`src/logic/pu_ahb3_pkg.sv`:
```
////////////////////////////////////////////////////////////
// AHB-Lite processing unit package
// Widths, memory map, PMA encodings and bus structs
////////////////////////////////////////////////////////////

`default_nettype none

package pu_ahb3_pkg;

  ////////////////////////////////////////////////////////////
  // Widths and sizes
  ////////////////////////////////////////////////////////////

  // Data and physical address width
  localparam int xlen = 32;
  localparam int plen = 32;

  // Number of PMA regions
  localparam int pma_cnt = 4;

  // SRAM geometry in words
  localparam int mem_depth = 256;
  localparam int mem_aw    = 8;

  ////////////////////////////////////////////////////////////
  // Memory map
  ////////////////////////////////////////////////////////////

  // Bottom of region 0
  localparam logic [plen-1:0] pma_base     = 32'h8000_0000;
  // End of code memory
  localparam logic [plen-1:0] code_top     = 32'h8000_0400;
  // Host mailbox and UART transmit register
  localparam logic [plen-1:0] tohost_addr  = 32'h8000_1000;
  localparam logic [plen-1:0] uart_tx_addr = 32'h8000_1080;
  // End of data memory
  localparam logic [plen-1:0] data_top     = 32'h8000_2000;

  // AHB-Lite transfer types
  localparam logic [1:0] htrans_idle   = 2'b00;
  localparam logic [1:0] htrans_nonseq = 2'b10;

  // AHB-Lite response codes
  localparam logic hresp_okay  = 1'b0;
  localparam logic hresp_error = 1'b1;

  ////////////////////////////////////////////////////////////
  // PMA types
  ////////////////////////////////////////////////////////////

  // Region match mode, encoding 3 never matches
  typedef enum logic [1:0] {tor = 2'd0, na4 = 2'd1, napot = 2'd2} pma_match_e;

  typedef enum logic {main = 1'b0, io = 1'b1} mem_type_e;

  // One table entry
  typedef struct packed {
    pma_match_e      match_mode;
    mem_type_e       mem_type;
    logic            readable;
    logic            writable;
    logic            target;     // 0 instruction bus, 1 data bus
    logic [plen-1:0] addr;       // Byte address, or NAPOT word for napot
  } pma_cfg_t;

  // Checker result
  typedef struct packed {
    logic      hit;
    mem_type_e mem_type;
    logic      readable;
    logic      writable;
    logic      target;
  } pma_attr_t;

  ////////////////////////////////////////////////////////////
  // AHB-Lite bus
  ////////////////////////////////////////////////////////////

  // Master to slave, single word transfers only
  typedef struct packed {
    logic            hsel;
    logic [plen-1:0] haddr;
    logic            hwrite;
    logic [1:0]      htrans;
    logic [xlen-1:0] hwdata;
  } ahb_req_t;

  // Slave to master
  typedef struct packed {
    logic [xlen-1:0] hrdata;
    logic            hready;
    logic            hresp;
  } ahb_rsp_t;

endpackage

`default_nettype wire

```
`src/logic/pu_dbg_bus_master.sv`:
```
////////////////////////////////////////////////////////////
// Debug port bus master
// Checked single word AHB-Lite transfers from host strobes
////////////////////////////////////////////////////////////

`default_nettype none

module pu_dbg_bus_master
  import pu_ahb3_pkg::*;
(
  input  wire logic            HCLK,
  input  wire logic            rst_n,

  // Host side
  input  wire logic            dbg_strb,
  input  wire logic            dbg_we,
  input  wire logic [plen-1:0] dbg_addr,
  input  wire logic [xlen-1:0] dbg_dati,
  output logic      [xlen-1:0] dbg_dato,
  output logic                 dbg_ack,
  output logic                 dbg_err,

  // PMA lookup
  output logic      [plen-1:0] pma_addr,
  input  wire pma_attr_t       pma_attr,

  // Instruction and data buses
  output ahb_req_t             ins_req,
  input  wire ahb_rsp_t        ins_rsp,
  output ahb_req_t             dat_req,
  input  wire ahb_rsp_t        dat_rsp
);

  // Idle, check and address, bus transfer
  typedef enum logic [1:0] {st_idle, st_addr, st_data} state_e;

  state_e          state;

  // Registered request
  logic [plen-1:0] req_addr;
  logic            req_we;
  logic [xlen-1:0] req_wdata;

  // Address phase outstanding
  logic            aphase;
  // Selected bus, 1 for data
  logic            tgt;

  logic            deny;
  ahb_rsp_t        bus_rsp;

  ////////////////////////////////////////////////////////////
  // Access check
  ////////////////////////////////////////////////////////////

  assign pma_addr = req_addr;

  // No region, or the access kind is not allowed
  assign deny = !pma_attr.hit
             || ( req_we && !pma_attr.writable)
             || (!req_we && !pma_attr.readable);

  // Response of the bus in use
  assign bus_rsp = tgt ? dat_rsp : ins_rsp;

  ////////////////////////////////////////////////////////////
  // Control FSM
  ////////////////////////////////////////////////////////////

  always_ff @(posedge HCLK or negedge rst_n) begin
    if (!rst_n) begin
      state    <= st_idle;
      aphase   <= 1'b0;
      tgt      <= 1'b0;
      dbg_ack  <= 1'b0;
      dbg_err  <= 1'b0;
      dbg_dato <= '0;
    end else begin
      // Single cycle pulses
      dbg_ack <= 1'b0;
      dbg_err <= 1'b0;
      case (state)
        // Strobes while busy are dropped
        st_idle: begin
          if (dbg_strb) begin
            state <= st_addr;
          end
        end
        // Checker result settles this cycle
        st_addr: begin
          if (deny) begin
            dbg_ack <= 1'b1;
            dbg_err <= 1'b1;
            state   <= st_idle;
          end else begin
            aphase <= 1'b1;
            tgt    <= pma_attr.target;
            state  <= st_data;
          end
        end
        // Address phase then data phase, both end on hready
        st_data: begin
          if (bus_rsp.hready) begin
            if (aphase) begin
              aphase <= 1'b0;
            end else begin
              dbg_ack <= 1'b1;
              dbg_err <= (bus_rsp.hresp == hresp_error);
              if (!req_we) begin
                dbg_dato <= bus_rsp.hrdata;
              end
              state <= st_idle;
            end
          end
        end
        default: state <= st_idle;
      endcase
    end
  end

  // Request capture, word aligned
  always_ff @(posedge HCLK) begin
    if (state == st_idle && dbg_strb) begin
      req_addr  <= {dbg_addr[plen-1:2], 2'b00};
      req_we    <= dbg_we;
      req_wdata <= dbg_dati;
    end
  end

  ////////////////////////////////////////////////////////////
  // Bus drive
  ////////////////////////////////////////////////////////////

  // Write data stays valid through the data phase
  always_comb begin
    ins_req        = '0;
    dat_req        = '0;
    ins_req.htrans = htrans_idle;
    dat_req.htrans = htrans_idle;
    if (aphase && !tgt) begin
      ins_req.hsel   = 1'b1;
      ins_req.htrans = htrans_nonseq;
    end
    if (aphase && tgt) begin
      dat_req.hsel   = 1'b1;
      dat_req.htrans = htrans_nonseq;
    end
    ins_req.haddr  = req_addr;
    ins_req.hwrite = req_we;
    ins_req.hwdata = req_wdata;
    dat_req.haddr  = req_addr;
    dat_req.hwrite = req_we;
    dat_req.hwdata = req_wdata;
  end

endmodule

`default_nettype wire

```
`config.mk`:
```
export PLATFORM = sky130hd
export DESIGN_NAME = pu_dbg_bus_master
export DESIGN_NICKNAME = d
export VERILOG_FILES = /design/src/logic/pu_ahb3_pkg.sv /design/src/logic/pu_dbg_bus_master.sv
export SDC_FILE = /design/constraint.sdc
export NUM_CORES = 1
export LEC_CHECK = 0
export BUFFER_PORTS_ARGS = -buffer_cell sky130_fd_sc_hd__buf_4
export CELL_PAD_IN_SITES_DETAIL_PLACEMENT = 1
export CELL_PAD_IN_SITES_GLOBAL_PLACEMENT = 2
export CORE_MARGIN = 2
export CORE_UTILIZATION = 21
export CTS_CLUSTER_SIZE = 25
export DETAILED_ROUTE_END_ITERATION = 10
export MAX_ROUTING_LAYER = met4
export PLACE_DENSITY = 0.84
export SYNTH_ARGS = -nofsm -noshare
export SYNTH_HDL_FRONTEND = slang
export SYNTH_SLANG_ARGS = --single-unit
export TNS_END_PERCENT = 10
```
`constraint.sdc`:
```
create_clock -name HCLK -period 2.35 [get_ports HCLK]
set_input_delay 0.1175 -clock HCLK [delete_from_list [all_inputs] [get_ports HCLK]]
set_output_delay 0.1175 -clock HCLK [all_outputs]
set_load 0.01 [all_outputs]
```
### Yosys cells after proc, flatten, opt, wreduce, memory -nomap -nowiden

Index checks and enable logic that the tools add are counted.

* bitwise operators: 3
* eq/ne operators: 6
* muxes and demuxes: 20
* reductions and logical operators: 18

Operators with widths (count)
* $mux 34: 1
* $mux 2: 6
* $mux 1: 9
* $ne 2x2->1 const B: 4
* $pmux 1 s2: 3
* $pmux 2 s3: 1
* $reduce_and 3->1: 2
* $logic_and 1x1->1: 5
* $logic_not 1->1: 5
* $reduce_and 4->1: 1
* $not 1->1: 3
* $eq 2x1->1 const B: 1
* $eq 2x2->1 const B: 1
* $logic_not 2->1: 1
* $logic_or 1x1->1: 2
* $reduce_and 2->1: 1
* $reduce_bool 2->1: 1

* flip-flop bits (word level): 101
* output and inout port bits: 202
* logic and storage cells: 56

### Longest topological paths before layout

Gate-level depths: netlist (run 1).

* depth in word-level cells: 6
* mapped depth: 6

### Least setup slack after synthesis (run 1)

Ideal clock, no wire load.

* kind: register to register
* start point: reg state[0]
* end point: reg req_addr[10] (netlist: pma_addr[10]), enable pin
* data required time: 1.922 ns
* slack: -0.195 ns
* stages on the path, launching flop included: 4
* clock period less this slack: 2.545 ns
* arrival time: 2.118 ns
* cells stage by stage: dfrtp_1 > inv_1 > ha_1 > and2_1

* cells in the longest elaborated chain, start to end: 2

Ends and longest elaborated chain
* from (decl): line pu_dbg_bus_master.sv:37 `state_e state;`
* from (signal assigned): line pu_dbg_bus_master.sv:72 `state <= st_idle;`
* from (signal assigned): line pu_dbg_bus_master.sv:86 `state <= st_addr;`
* from (signal assigned): line pu_dbg_bus_master.sv:94 `state <= st_idle;`
* $logic_not 2->1: line pu_dbg_bus_master.sv:123 `if (state == st_idle && dbg_strb) begin`
* $logic_and 1x1->1: line pu_dbg_bus_master.sv:123
* to (signal assigned): line pu_dbg_bus_master.sv:124 `req_addr <= {dbg_addr[plen-1:2], 2'b00};`
* to (decl): line pu_dbg_bus_master.sv:40 `logic [plen-1:0] req_addr;`

No other way between the ends.
A chain may end at the register's enable or synchronous reset.

### Worst setup path after layout (run 1)

* start point: reg state[0]
* end point: reg dbg_dato[29]

* cells in the longest elaborated chain, start to end: 2

Ends and longest elaborated chain
* $eq 2x2->1: line pu_dbg_bus_master.sv:82 `case (state)`
* $reduce_and 4->1 (no source line)
* to (signal assigned): line pu_dbg_bus_master.sv:110 `dbg_dato <= bus_rsp.hrdata;`
* to (decl): line pu_dbg_bus_master.sv:19 `output logic [xlen-1:0] dbg_dato,`

No other way between the ends.

==> results by group, run 1 <==
Pwr
  • Switching share of power: 32.5%
  • Total power of the final layout: 0.00750 W
  • Part of the power in registers: a little under two fifths
  • Net switching power: approximately 0.0024 W
  • Proportion of power drawn by combinational gates: between 40% and 50%
  • Portion of total power attributed to the clock network: approximately a fifth
  • Worst IR Drop VDD: roughly 0.00046 V
  • Power density normalized to cell area: 970 nW/um^2
  • Leakage power figure: ~3.5 nW
  • Internal power consumption: 0.00507 W

Worst setup path
  • Kind of critical path: reg -> reg
  • Capturing point of the worst reg2reg path: dbg_dato[29]$_DFFE_PN0P_
  • Most common cell on crit path: inv_1
  • Critical path launch point type: flop
  • Longest individual stage delay on the worst path: roughly 0.39 ns
  • Largest delay contributor family on the critical path: buffers and inverters
  • Worst reg-to-reg path cell count: 6
  • Buf+Inv Stages, Crit Path: 3
  • Cell-by-cell trace of the critical path: inv_1, ha_1, inv_1, nor4_4, buf_12, mux2_2
  • Reg2Reg Setup Slack: 0.49 ns
  • Data required, critical path: between 2 and 3 ns
  • Critical Path Slowest Stage Cell: dfrtp_1
  • Worst r2r src: state[0]$_DFFE_PN0P_
  • Maximum fanout encountered on the critical timing path: 32
  • CP Capture Type: flop
  • Arrival @ worst endpoint: 2.09 ns

STA
  • Slew HR: 65.2%
  • Setup repair after global routing missed its margin: false
  • Maximum clock skew at final layout: approximately 0.012 ns
  • Number of hold violations in the final report: 0
  • Upper clock frequency limit: 0.537 GHz
  • Max Transition Viols Final: 0
  • Final setup violating endpoints: 0
  • Final cycle utilization of the critical path: 79.3%
  • Measured slew at the worst slew-check pin: ~0.52 ns
  • Slack of the critical path: 0.487 ns
  • Final TNS setup: 0 ns
  • Final critical-path required period: 1.86 ns

Clock tree
  • Later-pin clock latency in the skew report: about 0.35 ns
  • Bufs on Longest Clock Path: 2
  • TritonCTS buffer count: 9
  • Number of sinks on the clock net: roughly 100
  • Clock tree from TritonCTS: yes
  • Post-CTS setup buffers: 0
  • Root Driver: clkbuf_16
  • Clock slew seen by the registers of the worst setup and hold paths: 0.07 ns
  • Maximum level of the CTS H-tree: 3

Logic synthesis
  • Proportion of synthesized chip area in sequential cells: 61.2%
  • Post-synthesis sequential element count: 101
  • Syn Area/Cell: 15.1 um^2
  • Number of flops mapped to enable cells by yosys: 63
  • Cells after synthesis: 307
  • Count of warnings emitted by yosys: 0
  • Cell Area, Synth: 4650 um^2
  • Async set-reset flop share out of synthesis: 37.6%
  • Netlist cell types: 25
  • Main flop type after synthesis: edfxtp_1

Placement
  • Number of buffer cells added on primary ports: 331
  • Cell area after placement: 6770 um^2
  • Half-perimeter wire length after detailed placement: 11300 um
  • RD Place Congestion: 0.754
  • Post-place setup slack: 0.492 ns
  • Total instance count after detailed placement: slightly above 800

Floorplanning
  • Starting Density: 21.4%
  • Number of primary I/O pins: 343
  • Row cnt: 54
  • DIE AREA: between 20000 and 25000 um^2
  • Area of the core: 21800 um^2
  • Vertical die dimension: 153 um
  • Horizontal extent of the die: 153 um

Min path
  • Min-Delay Path Depth: 3
  • Start point of the worst min-delay path: pma_attr[4]
  • Type of the worst min-delay path: in -> reg
  • Hold-critical path endpoint: aphase$_DFFE_PN0P_

Cells and area
  • Final Net Count: 764
  • Antenna cell count: 0
  • Share of layout cells above drive strength 1: 68.1%
  • Finished Layout Cells: 904
  • Layout area overhead: 66.4%
  • Post-route cell area: slightly below 8000 um^2

Detailed routing
  • Number of DRC markers in iteration 0: 79
  • Iteration count of the initial detailed-routing pass: 4
  • Final routed wire length divided by cell count: 16.9 um
  • Antenna viol nets, final: 0
  • Via Count: approximately 3500
  • Overall routed net length: roughly 15000 um
  • Remaining routing DRC violations: 0
  • Via density per instance: about 4

Global routing
  • Largest net degree at the start of global routing: 39
  • Leftover overflow at the end of global routing: 0
  • Vias in the first global route: about 3800
  • Global-route wire length before repair: 22600 um
  • Initial antenna violation count: 0
  • Overall Global Routing Usage: 13.1%

Run status
  • Result of the run: finished, final reports clean

Job
  • Number of max-cap violations: 0
## synth_stat cells, types with 2 or more instances
| master | count | area share (%) |
|---|---|---|
| buf_6 | 3 | 0.73 |
| mux2_1 | 2 | 0.48 |
| buf_4 | 105 | 17 |
| dfrtp_1 | 38 | 20 |
| mux2_2 | 66 | 16 |
| a21oi_1 | 2 | 0.22 |
| inv_1 | 5 | 0.40 |
| clkbuf_1 | 2 | 0.16 |
| and2_1 | 3 | 0.40 |
| ha_1 | 4 | 1.1 |
| edfxtp_1 | 63 | 41 |
## layout by cell type, fill, tap and decap left out, drive strengths merged, types with 3 or more instances in the layout
master,instances
and2,3
buf,340
clkbuf,10
clkinv,4
conb,8
dfrtp,38
dlygate4sd3,65
edfxtp,63
ha,4
inv,6
mux2,68
## flip-flops by register name, indices dropped and copies added, names as in the netlist
name and flops:
req_we 1, dbg_dato 32, pma_addr 30, aphase 1, state 2, dbg_err 1
tgt 1, req_wdata 32, dbg_ack 1
## layout make-up
class                   count  area, um^2
clock buffers              10         229
clock inverters             6        83.8
fillers                  2375       14000
inverters                   5        18.8
multi-input cells          97         980
flip-flops and latches    101        2840
well taps                 280         350
repair buffers            405        3230
## worst max-delay path by stage
stage | startpoint | end | slack [ns] | cells past startpoint
after global routing | state[0]$_DFFE_PN0P_ | dbg_dato[28]$_DFFE_PN0P_ | 0.35 | 6
final | state[0]$_DFFE_PN0P_ | dbg_dato[29]$_DFFE_PN0P_ | 0.49 | 6
after detailed placement | state[0]$_DFFE_PN0P_ | dbg_dato[29]$_DFFE_PN0P_ | 0.49 | 6
after floorplan | state[0]$_DFFE_PN0P_ | pma_addr[10]$_DFFE_PP_ | 0.49 | 3
after CTS | state[0]$_DFFE_PN0P_ | dbg_dato[29]$_DFFE_PN0P_ | 0.48 | 6
after global placement | state[0]$_DFFE_PN0P_ | dbg_dato[27]$_DFFE_PN0P_ | 0.52 | 6
## layer usage
layer,vias up,global-route usage (%),wire (um)
li1,1580,-,-
met2,218,22.1,7790
met1,1710,14.9,6040
met5,-,-,0
met4,0,3.75,216
met3,12,4.15,1270
## worst reg2reg max path, stage by stage (launching register included)
cell and delay (ns):
dfrtp_1 0.39, inv_1 0.11, ha_1 0.19, inv_1 0.11, nor4_4 0.31, buf_12 0.24, mux2_2 0.40
## kinds of logic after synthesis
family / count (synthesis) / synth area share [%]
AO/OA/AOI/OAI: 6 / 0.942
multiplexers: 70 / 17.0
flip-flops: 101 / 61.2
buffers and inverters: 116 / 18.4
AND/OR/NAND/NOR: 9 / 1.40
adder cells (fa/ha/maj): 4 / 1.08
other: 1 / 0.0807
## power by group through the flow
stage | Clock [W] | Combinational (W) | Sequential, W
final | 0.00157 | 0.00307 | 0.00286
after global routing | 0.00172 | 0.00329 | 0.00293
after CTS | 0.00167 | 0.00311 | 0.00287
after detailed placement | 0 | 0.00301 | 0.00289
after global placement | 0 | 0.00298 | 0.00287
after floorplan | 0 | 0.00149 | 0.00302
## metrics by stage
stage,utilization (%),hold WS (ns)
4_1_cts,35.5,0.0879
3_5_place_dp,31.1,0.132
2_1_floorplan,-,-0.178
5_1_grt,35.5,0.104
3_3_place_gp,31.1,0.134
6_report,35.5,0.117
## what timing repair did
action / in CTS / in global routing
hold endpoints to repair: 102 / 0
hold buffers: 65 / 0
endpoints found under the setup margin: 0 / 0
resized for setup: 0 / 0
Note: power is estimated with default switching activity, not from simulation.
==> run 2, diff against run 1 <==
Clock period 2.35 ns to 1.6 ns, I/O delays scaled along.
==> run 2 against run 1 <==
The flow now finishes with violations (setup timing). Global-route usage fell by 0.17 points. First-iteration DRC count down 6.3%. Register-to-register slack lost 0.56 ns. Power increased by 49%. Die area stayed put. Hold slack got worse by 0.062 ns. Critical path depth is 1 lower. Routed wire length rose by 2.3%. Count of clock-buffer cells in the layout unchanged. Final area rose by 2.3%. Combinational power is 58% higher.
==> results by group, run 2 (synthesis gave the netlist of run 1 again) <==
Clock tree
  • Number of sinks on the clock net: 101 (unchanged)
  • Clock slew seen by the registers of the worst setup and hold paths: 0.08 ns (about the same)
  • TritonCTS buffer count: 9 (unchanged)
  • Bufs on Longest Clock Path: 2 (unchanged)
  • Clock tree from TritonCTS: yes
  • Later-pin clock latency in the skew report: 0.35 ns (about the same)
  • Root Driver: clkbuf_16
  • Maximum level of the CTS H-tree: 3 (unchanged)

Floorplanning
  • Row cnt: 54 (unchanged)
  • Starting Density: 21.4% (unchanged)
  • Number of primary I/O pins: 343 (unchanged)
  • DIE AREA: 23300 um^2 (unchanged)
  • Horizontal extent of the die: 153 um (unchanged)
  • Area of the core: 21800 um^2 (unchanged)
  • Vertical die dimension: 153 um (unchanged)

Detailed routing
  • Iteration count of the initial detailed-routing pass: 4 (unchanged)
  • Via Count: 3601 (+2.3%)
  • Remaining routing DRC violations: 0 (unchanged)
  • Antenna viol nets, final: 0 (unchanged)
  • Overall routed net length: 15700 um (+2.3%)
  • Final routed wire length divided by cell count: 17.0 um (+0.61%)
  • Number of DRC markers in iteration 0: 74 (-6.3%)
  • Via density per instance: 3.92 (+0.63%)

Placement
  • RD Place Congestion: 0.733 (-2.9%)
  • Number of buffer cells added on primary ports: 331 (unchanged)
  • Half-perimeter wire length after detailed placement: 11300 um (+0.42%)

Global routing
  • Leftover overflow at the end of global routing: 0 (unchanged)
  • Global-route wire length before repair: 22300 um (-1.3%)
  • Largest net degree at the start of global routing: 39 (unchanged)
  • Vias in the first global route: 3838 (unchanged)
  • Overall Global Routing Usage: 12.9% (-0.17 points)
  • Initial antenna violation count: 0 (unchanged)

STA
  • Setup repair after global routing missed its margin: true
  • Final cycle utilization of the critical path: 104% (+25 points)
  • Measured slew at the worst slew-check pin: 0.511 ns (-0.0119 ns)
  • Max Transition Viols Final: 0 (unchanged)
  • Upper clock frequency limit: 0.599 GHz (+12%)
  • Maximum clock skew at final layout: 0.0133 ns (+0.00132 ns)
  • Final critical-path required period: 1.67 ns (-0.194 ns)
  • Slack of the critical path: -0.0688 ns (-0.556 ns)
  • Final setup violating endpoints: 32 (+32)
  • Slew HR: 66.0% (+0.79 points)
  • Number of hold violations in the final report: 0 (unchanged)

Pwr
  • Power density normalized to cell area: 1410 nW/um^2 (+46%)
  • Portion of total power attributed to the clock network: 19.2% (-1.7 points)
  • Part of the power in registers: 37.5% (-0.6 points)
  • Net switching power: 0.00366 W (+50%)
  • Switching share of power: 32.7% (+0.26 points)
  • Internal power consumption: 0.00752 W (+48%)
  • Leakage power figure: 3.62 nW (+2.3%)
  • Worst IR Drop VDD: 0.000571 V (+24%)
  • Total power of the final layout: 0.0112 W (+49%)
  • Proportion of power drawn by combinational gates: 43.3% (+2.4 points)

Worst setup path
  • Reg2Reg Setup Slack: -0.07 ns (-0.56 ns)
  • Kind of critical path: reg -> reg
  • Critical path launch point type: flop
  • Maximum fanout encountered on the critical timing path: 8 (-75%)
  • Arrival @ worst endpoint: 1.90 ns (-0.19 ns)
  • Worst reg-to-reg path cell count: 5 (-1)
  • Data required, critical path: 1.83 ns (-0.75 ns)
  • Worst r2r src: tgt$_DFFE_PN0P_
  • CP Capture Type: flop
  • Capturing point of the worst reg2reg path: dbg_dato[10]$_DFFE_PN0P_

Cells and area
  • Most common cell after layout, fill and taps aside: buf_4
  • Post-layout utilization of the core: 36.3% (+0.81 points)
  • Highest-count cells in the layout ignoring fill and taps: 346 x buf_4, 66 x mux2_2, 65 x dlygate4sd3_1, 63 x edfxtp_1, 38 x dfrtp_1
  • Layout area overhead: 70.1%
  • Antenna cell count: 0 (unchanged)
  • Final Net Count: 779 (+2.0%)
  • Share of layout cells above drive strength 1: 69.6% (+1.5 points)

Job
  • Number of max-cap violations: 0 (unchanged)

Run status
  • Failing checks: setup timing
  • Result of the run: finished with violations

Min path
  • Type of the worst min-delay path: in -> reg
  • Start point of the worst min-delay path: pma_attr[4]
  • Hold-critical path endpoint: dbg_ack$_DFF_PN0_
  • Min-Delay Path Depth: 3 (unchanged)
-- run 2: cell count changes in the layout (fill, tap and decap cells not counted), moves of 2 or more --
| cell | before | now |
|---|---|---|
| buf_4 | 338 | 346 |
| buf_6 | 0 | 3 |
| clkbuf_16 | 9 | 11 |
| clkinv_4 | 3 | 1 |
| clkinvlp_4 | 0 | 2 |
| inv_1 | 5 | 3 |
| inv_2 | 0 | 2 |
| inv_6 | 0 | 2 |
-- run 2: worst max-delay path by stage --
stage	from	endpoint	slack, ns
after global placement	state[0]$_DFFE_PN0P_	dbg_dato[27]$_DFFE_PN0P_	-0.11
final	tgt$_DFFE_PN0P_	dbg_dato[10]$_DFFE_PN0P_	-0.07
after detailed placement	state[0]$_DFFE_PN0P_	dbg_dato[23]$_DFFE_PN0P_	-0.14
after global routing	tgt$_DFFE_PN0P_	dbg_dato[5]$_DFFE_PN0P_	-0.12
after CTS	state[0]$_DFFE_PN0P_	dbg_dato[13]$_DFFE_PN0P_	-0.16
after floorplan	state[0]$_DFFE_PN0P_	dbg_dato[21]$_DFFE_PN0P_	-0.16
-- run 2: final cells by class --
| type | instances | area (um^2) |
|---|---|---|
| flip-flops and latches | 101 | 2840 |
| inverters | 5 | 18.8 |
| clock inverters | 6 | 52.6 |
| clock buffers | 10 | 229 |
| repair buffers | 420 | 3410 |
| multi-input cells | 97 | 1010 |
| fillers | 2367 | 13800 |
| well taps | 280 | 350 |
-- run 2: repair_timing --
action / in CTS / in global routing
buffers inserted: 0 / 3
resized for setup: 1 / 10
setup endpoints to repair: 34 / 34
hold buffers: 65 / 0
endpoints found under the hold margin: 102 / 0
gates cloned: 0 / 3
pin swaps: 0 / 1
-- run 2: per-layer routing --
layer,wire length (um),share of wire [%],vias up,global-route usage (%)
li1,-,-,1617,-
met1,6290,40,1763,14.9
met2,8010,51,214,22.0
met3,1200,7.7,7,3.73
met4,156,1.0,0,3.62
met5,0,0,-,-
-- run 2: critical path: stages, from the launching register on --
cell and delay, ns:
dfrtp_1 0.41, mux2i_2 0.20, nor4_4 0.27, buf_6 0.18
clkbuf_16 0.17, mux2_2 0.33
-- run 2: per-stage QoR --
stage / std cells / setup TNS [ns] / hold slack (ns) / cell area, um^2 / setup slack [ns]
global placement: 832 / -3.48 / 0.0892 / 6850 / -0.111
CTS: 913 / -4.71 / 0.0315 / 7790 / -0.157
finish: 919 / -1.60 / 0.0545 / 7910 / -0.0688
detailed placement: 832 / -4.36 / 0.0902 / 6850 / -0.142
global route: 919 / -3.58 / 0.0581 / 7910 / -0.121
floorplan: 314 / -4.90 / -0.216 / 4680 / -0.163
-- run 2: power groups by stage --
stage                     Combinational (W)  Sequential (W)  Clock [W]
after floorplan                     0.00219         0.00443          0
after global placement              0.00460         0.00422          0
after detailed placement            0.00463         0.00425          0
after CTS                           0.00479         0.00422    0.00223
after global routing                0.00517         0.00431    0.00233
final                               0.00484         0.00420    0.00214
==> run 3, diff against run 2 <==
Settings changed: ABC_CLOCK_PERIOD_IN_PS set to 1600, REMOVE_ABC_BUFFERS set to 1.
==> run 3 against run 2 <==
The flow still finishes with violations (setup timing). Critical path depth unchanged. Die area unchanged. Register-to-register slack worse by 0.07 ns. Sequential cell count unchanged. Highest routed layer unchanged. Via count up 0.72%. Global-route usage up 1.8 points. Setup slack worse by 0.072 ns. Sequential share of layout area down 0.84 points. Largest cell class unchanged. Sequential power up 1%. Clock power about the same. Non-clock buffer count up 9.
==> results by group, run 3 (synthesis gave the netlist of run 1 again) <==
Run status
  • Result of the run: finished with violations
  • Failing checks: setup timing

Placement
  • Number of buffer cells added on primary ports: 331 (unchanged)
  • Cell area after placement: 6910 um^2 (+0.93%)
  • RD Place Congestion: 0.744 (+1.6%)
  • Post-place setup slack: -0.154 ns (-0.0118 ns)
  • Half-perimeter wire length after detailed placement: 12400 um (+9.4%)

Cells and area
  • Antenna cell count: 0 (unchanged)
  • Highest-count cells in the layout ignoring fill and taps: 357 x buf_4, 65 x dlygate4sd3_1, 63 x edfxtp_1, 38 x dfrtp_1, 35 x mux2_2
  • Post-route cell area: 8100 um^2 (+2.4%)
  • Share of layout cells above drive strength 1: 70.6% (+0.99 points)
  • Most common cell after layout, fill and taps aside: buf_4
  • Layout area overhead: 74.2%
  • Final Net Count: 788 (+1.2%)
  • Post-layout utilization of the core: 37.2% (+0.87 points)

Floorplanning
  • Number of primary I/O pins: 343 (unchanged)
  • DIE AREA: 23300 um^2 (unchanged)
  • Starting Density: 21.4% (unchanged)
  • Row cnt: 54 (unchanged)
  • Horizontal extent of the die: 153 um (unchanged)
  • Area of the core: 21800 um^2 (unchanged)
  • Vertical die dimension: 153 um (unchanged)

STA
  • Number of hold violations in the final report: 0 (unchanged)
  • Final cycle utilization of the critical path: 109% (+4.5 points)
  • Setup repair after global routing missed its margin: true
  • Max Transition Viols Final: 0 (unchanged)
  • Maximum clock skew at final layout: 0.0127 ns (-0.000540 ns)
  • Slew HR: 64.9% (-1.0 points)
  • Upper clock frequency limit: 0.575 GHz (-4.1%)
  • Final critical-path required period: 1.74 ns (+0.0716 ns)
  • Slack of the critical path: -0.140 ns (-0.0716 ns)
  • Final setup violating endpoints: 32 (unchanged)
  • Measured slew at the worst slew-check pin: 0.526 ns (+0.0154 ns)

Min path
  • Type of the worst min-delay path: in -> reg

Detailed routing
  • Antenna viol nets, final: 0 (unchanged)
  • Via density per instance: 3.91 (-0.15%)
  • Remaining routing DRC violations: 0 (unchanged)
  • Overall routed net length: 17300 um (+11%)
  • Number of DRC markers in iteration 0: 99 (+34%)
  • Final routed wire length divided by cell count: 18.7 um (+9.7%)
  • Iteration count of the initial detailed-routing pass: 4 (unchanged)
  • Via Count: 3627 (+0.72%)

Clock tree
  • Bufs on Longest Clock Path: 2 (unchanged)
  • Root Driver: clkbuf_16
  • Clock tree from TritonCTS: yes
  • Later-pin clock latency in the skew report: 0.35 ns (about the same)
  • Clock slew seen by the registers of the worst setup and hold paths: 0.08 ns (about the same)
  • Number of sinks on the clock net: 101 (unchanged)
  • TritonCTS buffer count: 9 (unchanged)
  • Maximum level of the CTS H-tree: 3 (unchanged)

Global routing
  • Initial antenna violation count: 0 (unchanged)
  • Vias in the first global route: 3974 (+3.5%)
  • Overall Global Routing Usage: 14.7% (+1.8 points)
  • Largest net degree at the start of global routing: 39 (unchanged)
  • Leftover overflow at the end of global routing: 0 (unchanged)
  • Global-route wire length before repair: 25400 um (+14%)

Worst setup path
  • CP Capture Type: flop
  • Critical path launch point type: flop
  • Kind of critical path: reg -> reg
  • Arrival @ worst endpoint: 1.96 ns (+0.06 ns)
  • Data required, critical path: 1.82 ns (about the same)
  • Maximum fanout encountered on the critical timing path: 8 (unchanged)

Pwr
  • Leakage power figure: 3.74 nW (+3.2%)
  • Worst IR Drop VDD: 0.000540 V (-5.4%)
  • Power density normalized to cell area: 1440 nW/um^2 (+2.0%)

Job
  • Number of max-cap violations: 0 (unchanged)
-- run 3: cell types whose count changed in the layout (fill, tap and decap cells not counted), moves of 3 or more --
cell / before / now
mux2_4: 0 / 33
mux2_2: 66 / 35
buf_4: 346 / 357
buf_12: 3 / 7
buf_6: 3 / 0
-- run 3: cell type report --
cell class                      count  area [um^2]
Tap cell                          280          350
Multi-Input combinational cell     97         1130
Fill cell                        2313        13700
Timing Repair Buffer              429         3470
Inverter                            5         18.8
Clock inverter                      6         56.3
Sequential cell                   101         2840
Clock buffer                        9          225
-- run 3: routing by layer --
metal	vias up	global-route usage, %	share of wire (%)
li1	1630	-	-
met1	1755	17.3	40
met2	226	25.0	50
met3	16	3.98	8.3
met4	0	3.57	1.2
met5	-	-	0
-- run 3: worst max-delay path, stage by stage (launching register included) --
cell and delay (ns):
dfrtp_1 0.44, mux2i_4 0.23, nor4_4 0.30, buf_4 0.19, buf_12 0.15, mux2_4 0.30
-- run 3: what timing repair did --
item                                   in CTS  in global routing
resized for setup                          40                 11
hold buffers                               65                  0
setup buffers                               7                  2
setup endpoints to repair                  34                 59
pin swaps                                   2                  1
endpoints found under the hold margin     102                  0
gates cloned                                3                  0
-- run 3: worst paths after layout --
kind	slack [ns]	depth (start not counted)	startpoint	end
worst max-delay path	-0.14	5	tgt$_DFFE_PN0P_	dbg_dato[18]$_DFFE_PN0P_
worst min-delay path	0.1	3	pma_attr[4]	dbg_ack$_DFF_PN0_
worst max register to register	-0.14	5	tgt$_DFFE_PN0P_	dbg_dato[18]$_DFFE_PN0P_
worst min register to register	0.51	1	dbg_dato[1]$_DFFE_PN0P_	dbg_dato[1]$_DFFE_PN0P_
max in group asynchronous	0.96	2	rst_n	aphase$_DFFE_PN0P_
min in group asynchronous	0.26	2	rst_n	dbg_dato[8]$_DFFE_PN0P_
-- run 3: stage by stage --
stage,power [W],std cells,hold WS [ns],setup TNS (ns)
after floorplan,0.00597,203,-0.216,-101.44
after detailed placement,0.00910,839,0.0984,-4.73
final,0.0117,927,0.0957,-4.09
after global routing,0.0122,927,0.0908,-6.46
after global placement,0.00899,839,0.0872,-3.23
after CTS,0.0117,929,0.0583,-5.25
-- run 3: report_power, final --
group / total (W) / internal [W] / switching (W) / leakage (nW)
registers: 0.00424 / 0.00366 / 0.000577 / 1.07
logic: 0.00530 / 0.00310 / 0.00220 / 2.53
clock network: 0.00215 / 0.00108 / 0.00107 / 0.136
total: 0.0117 / 0.00784 / 0.00384 / 3.74
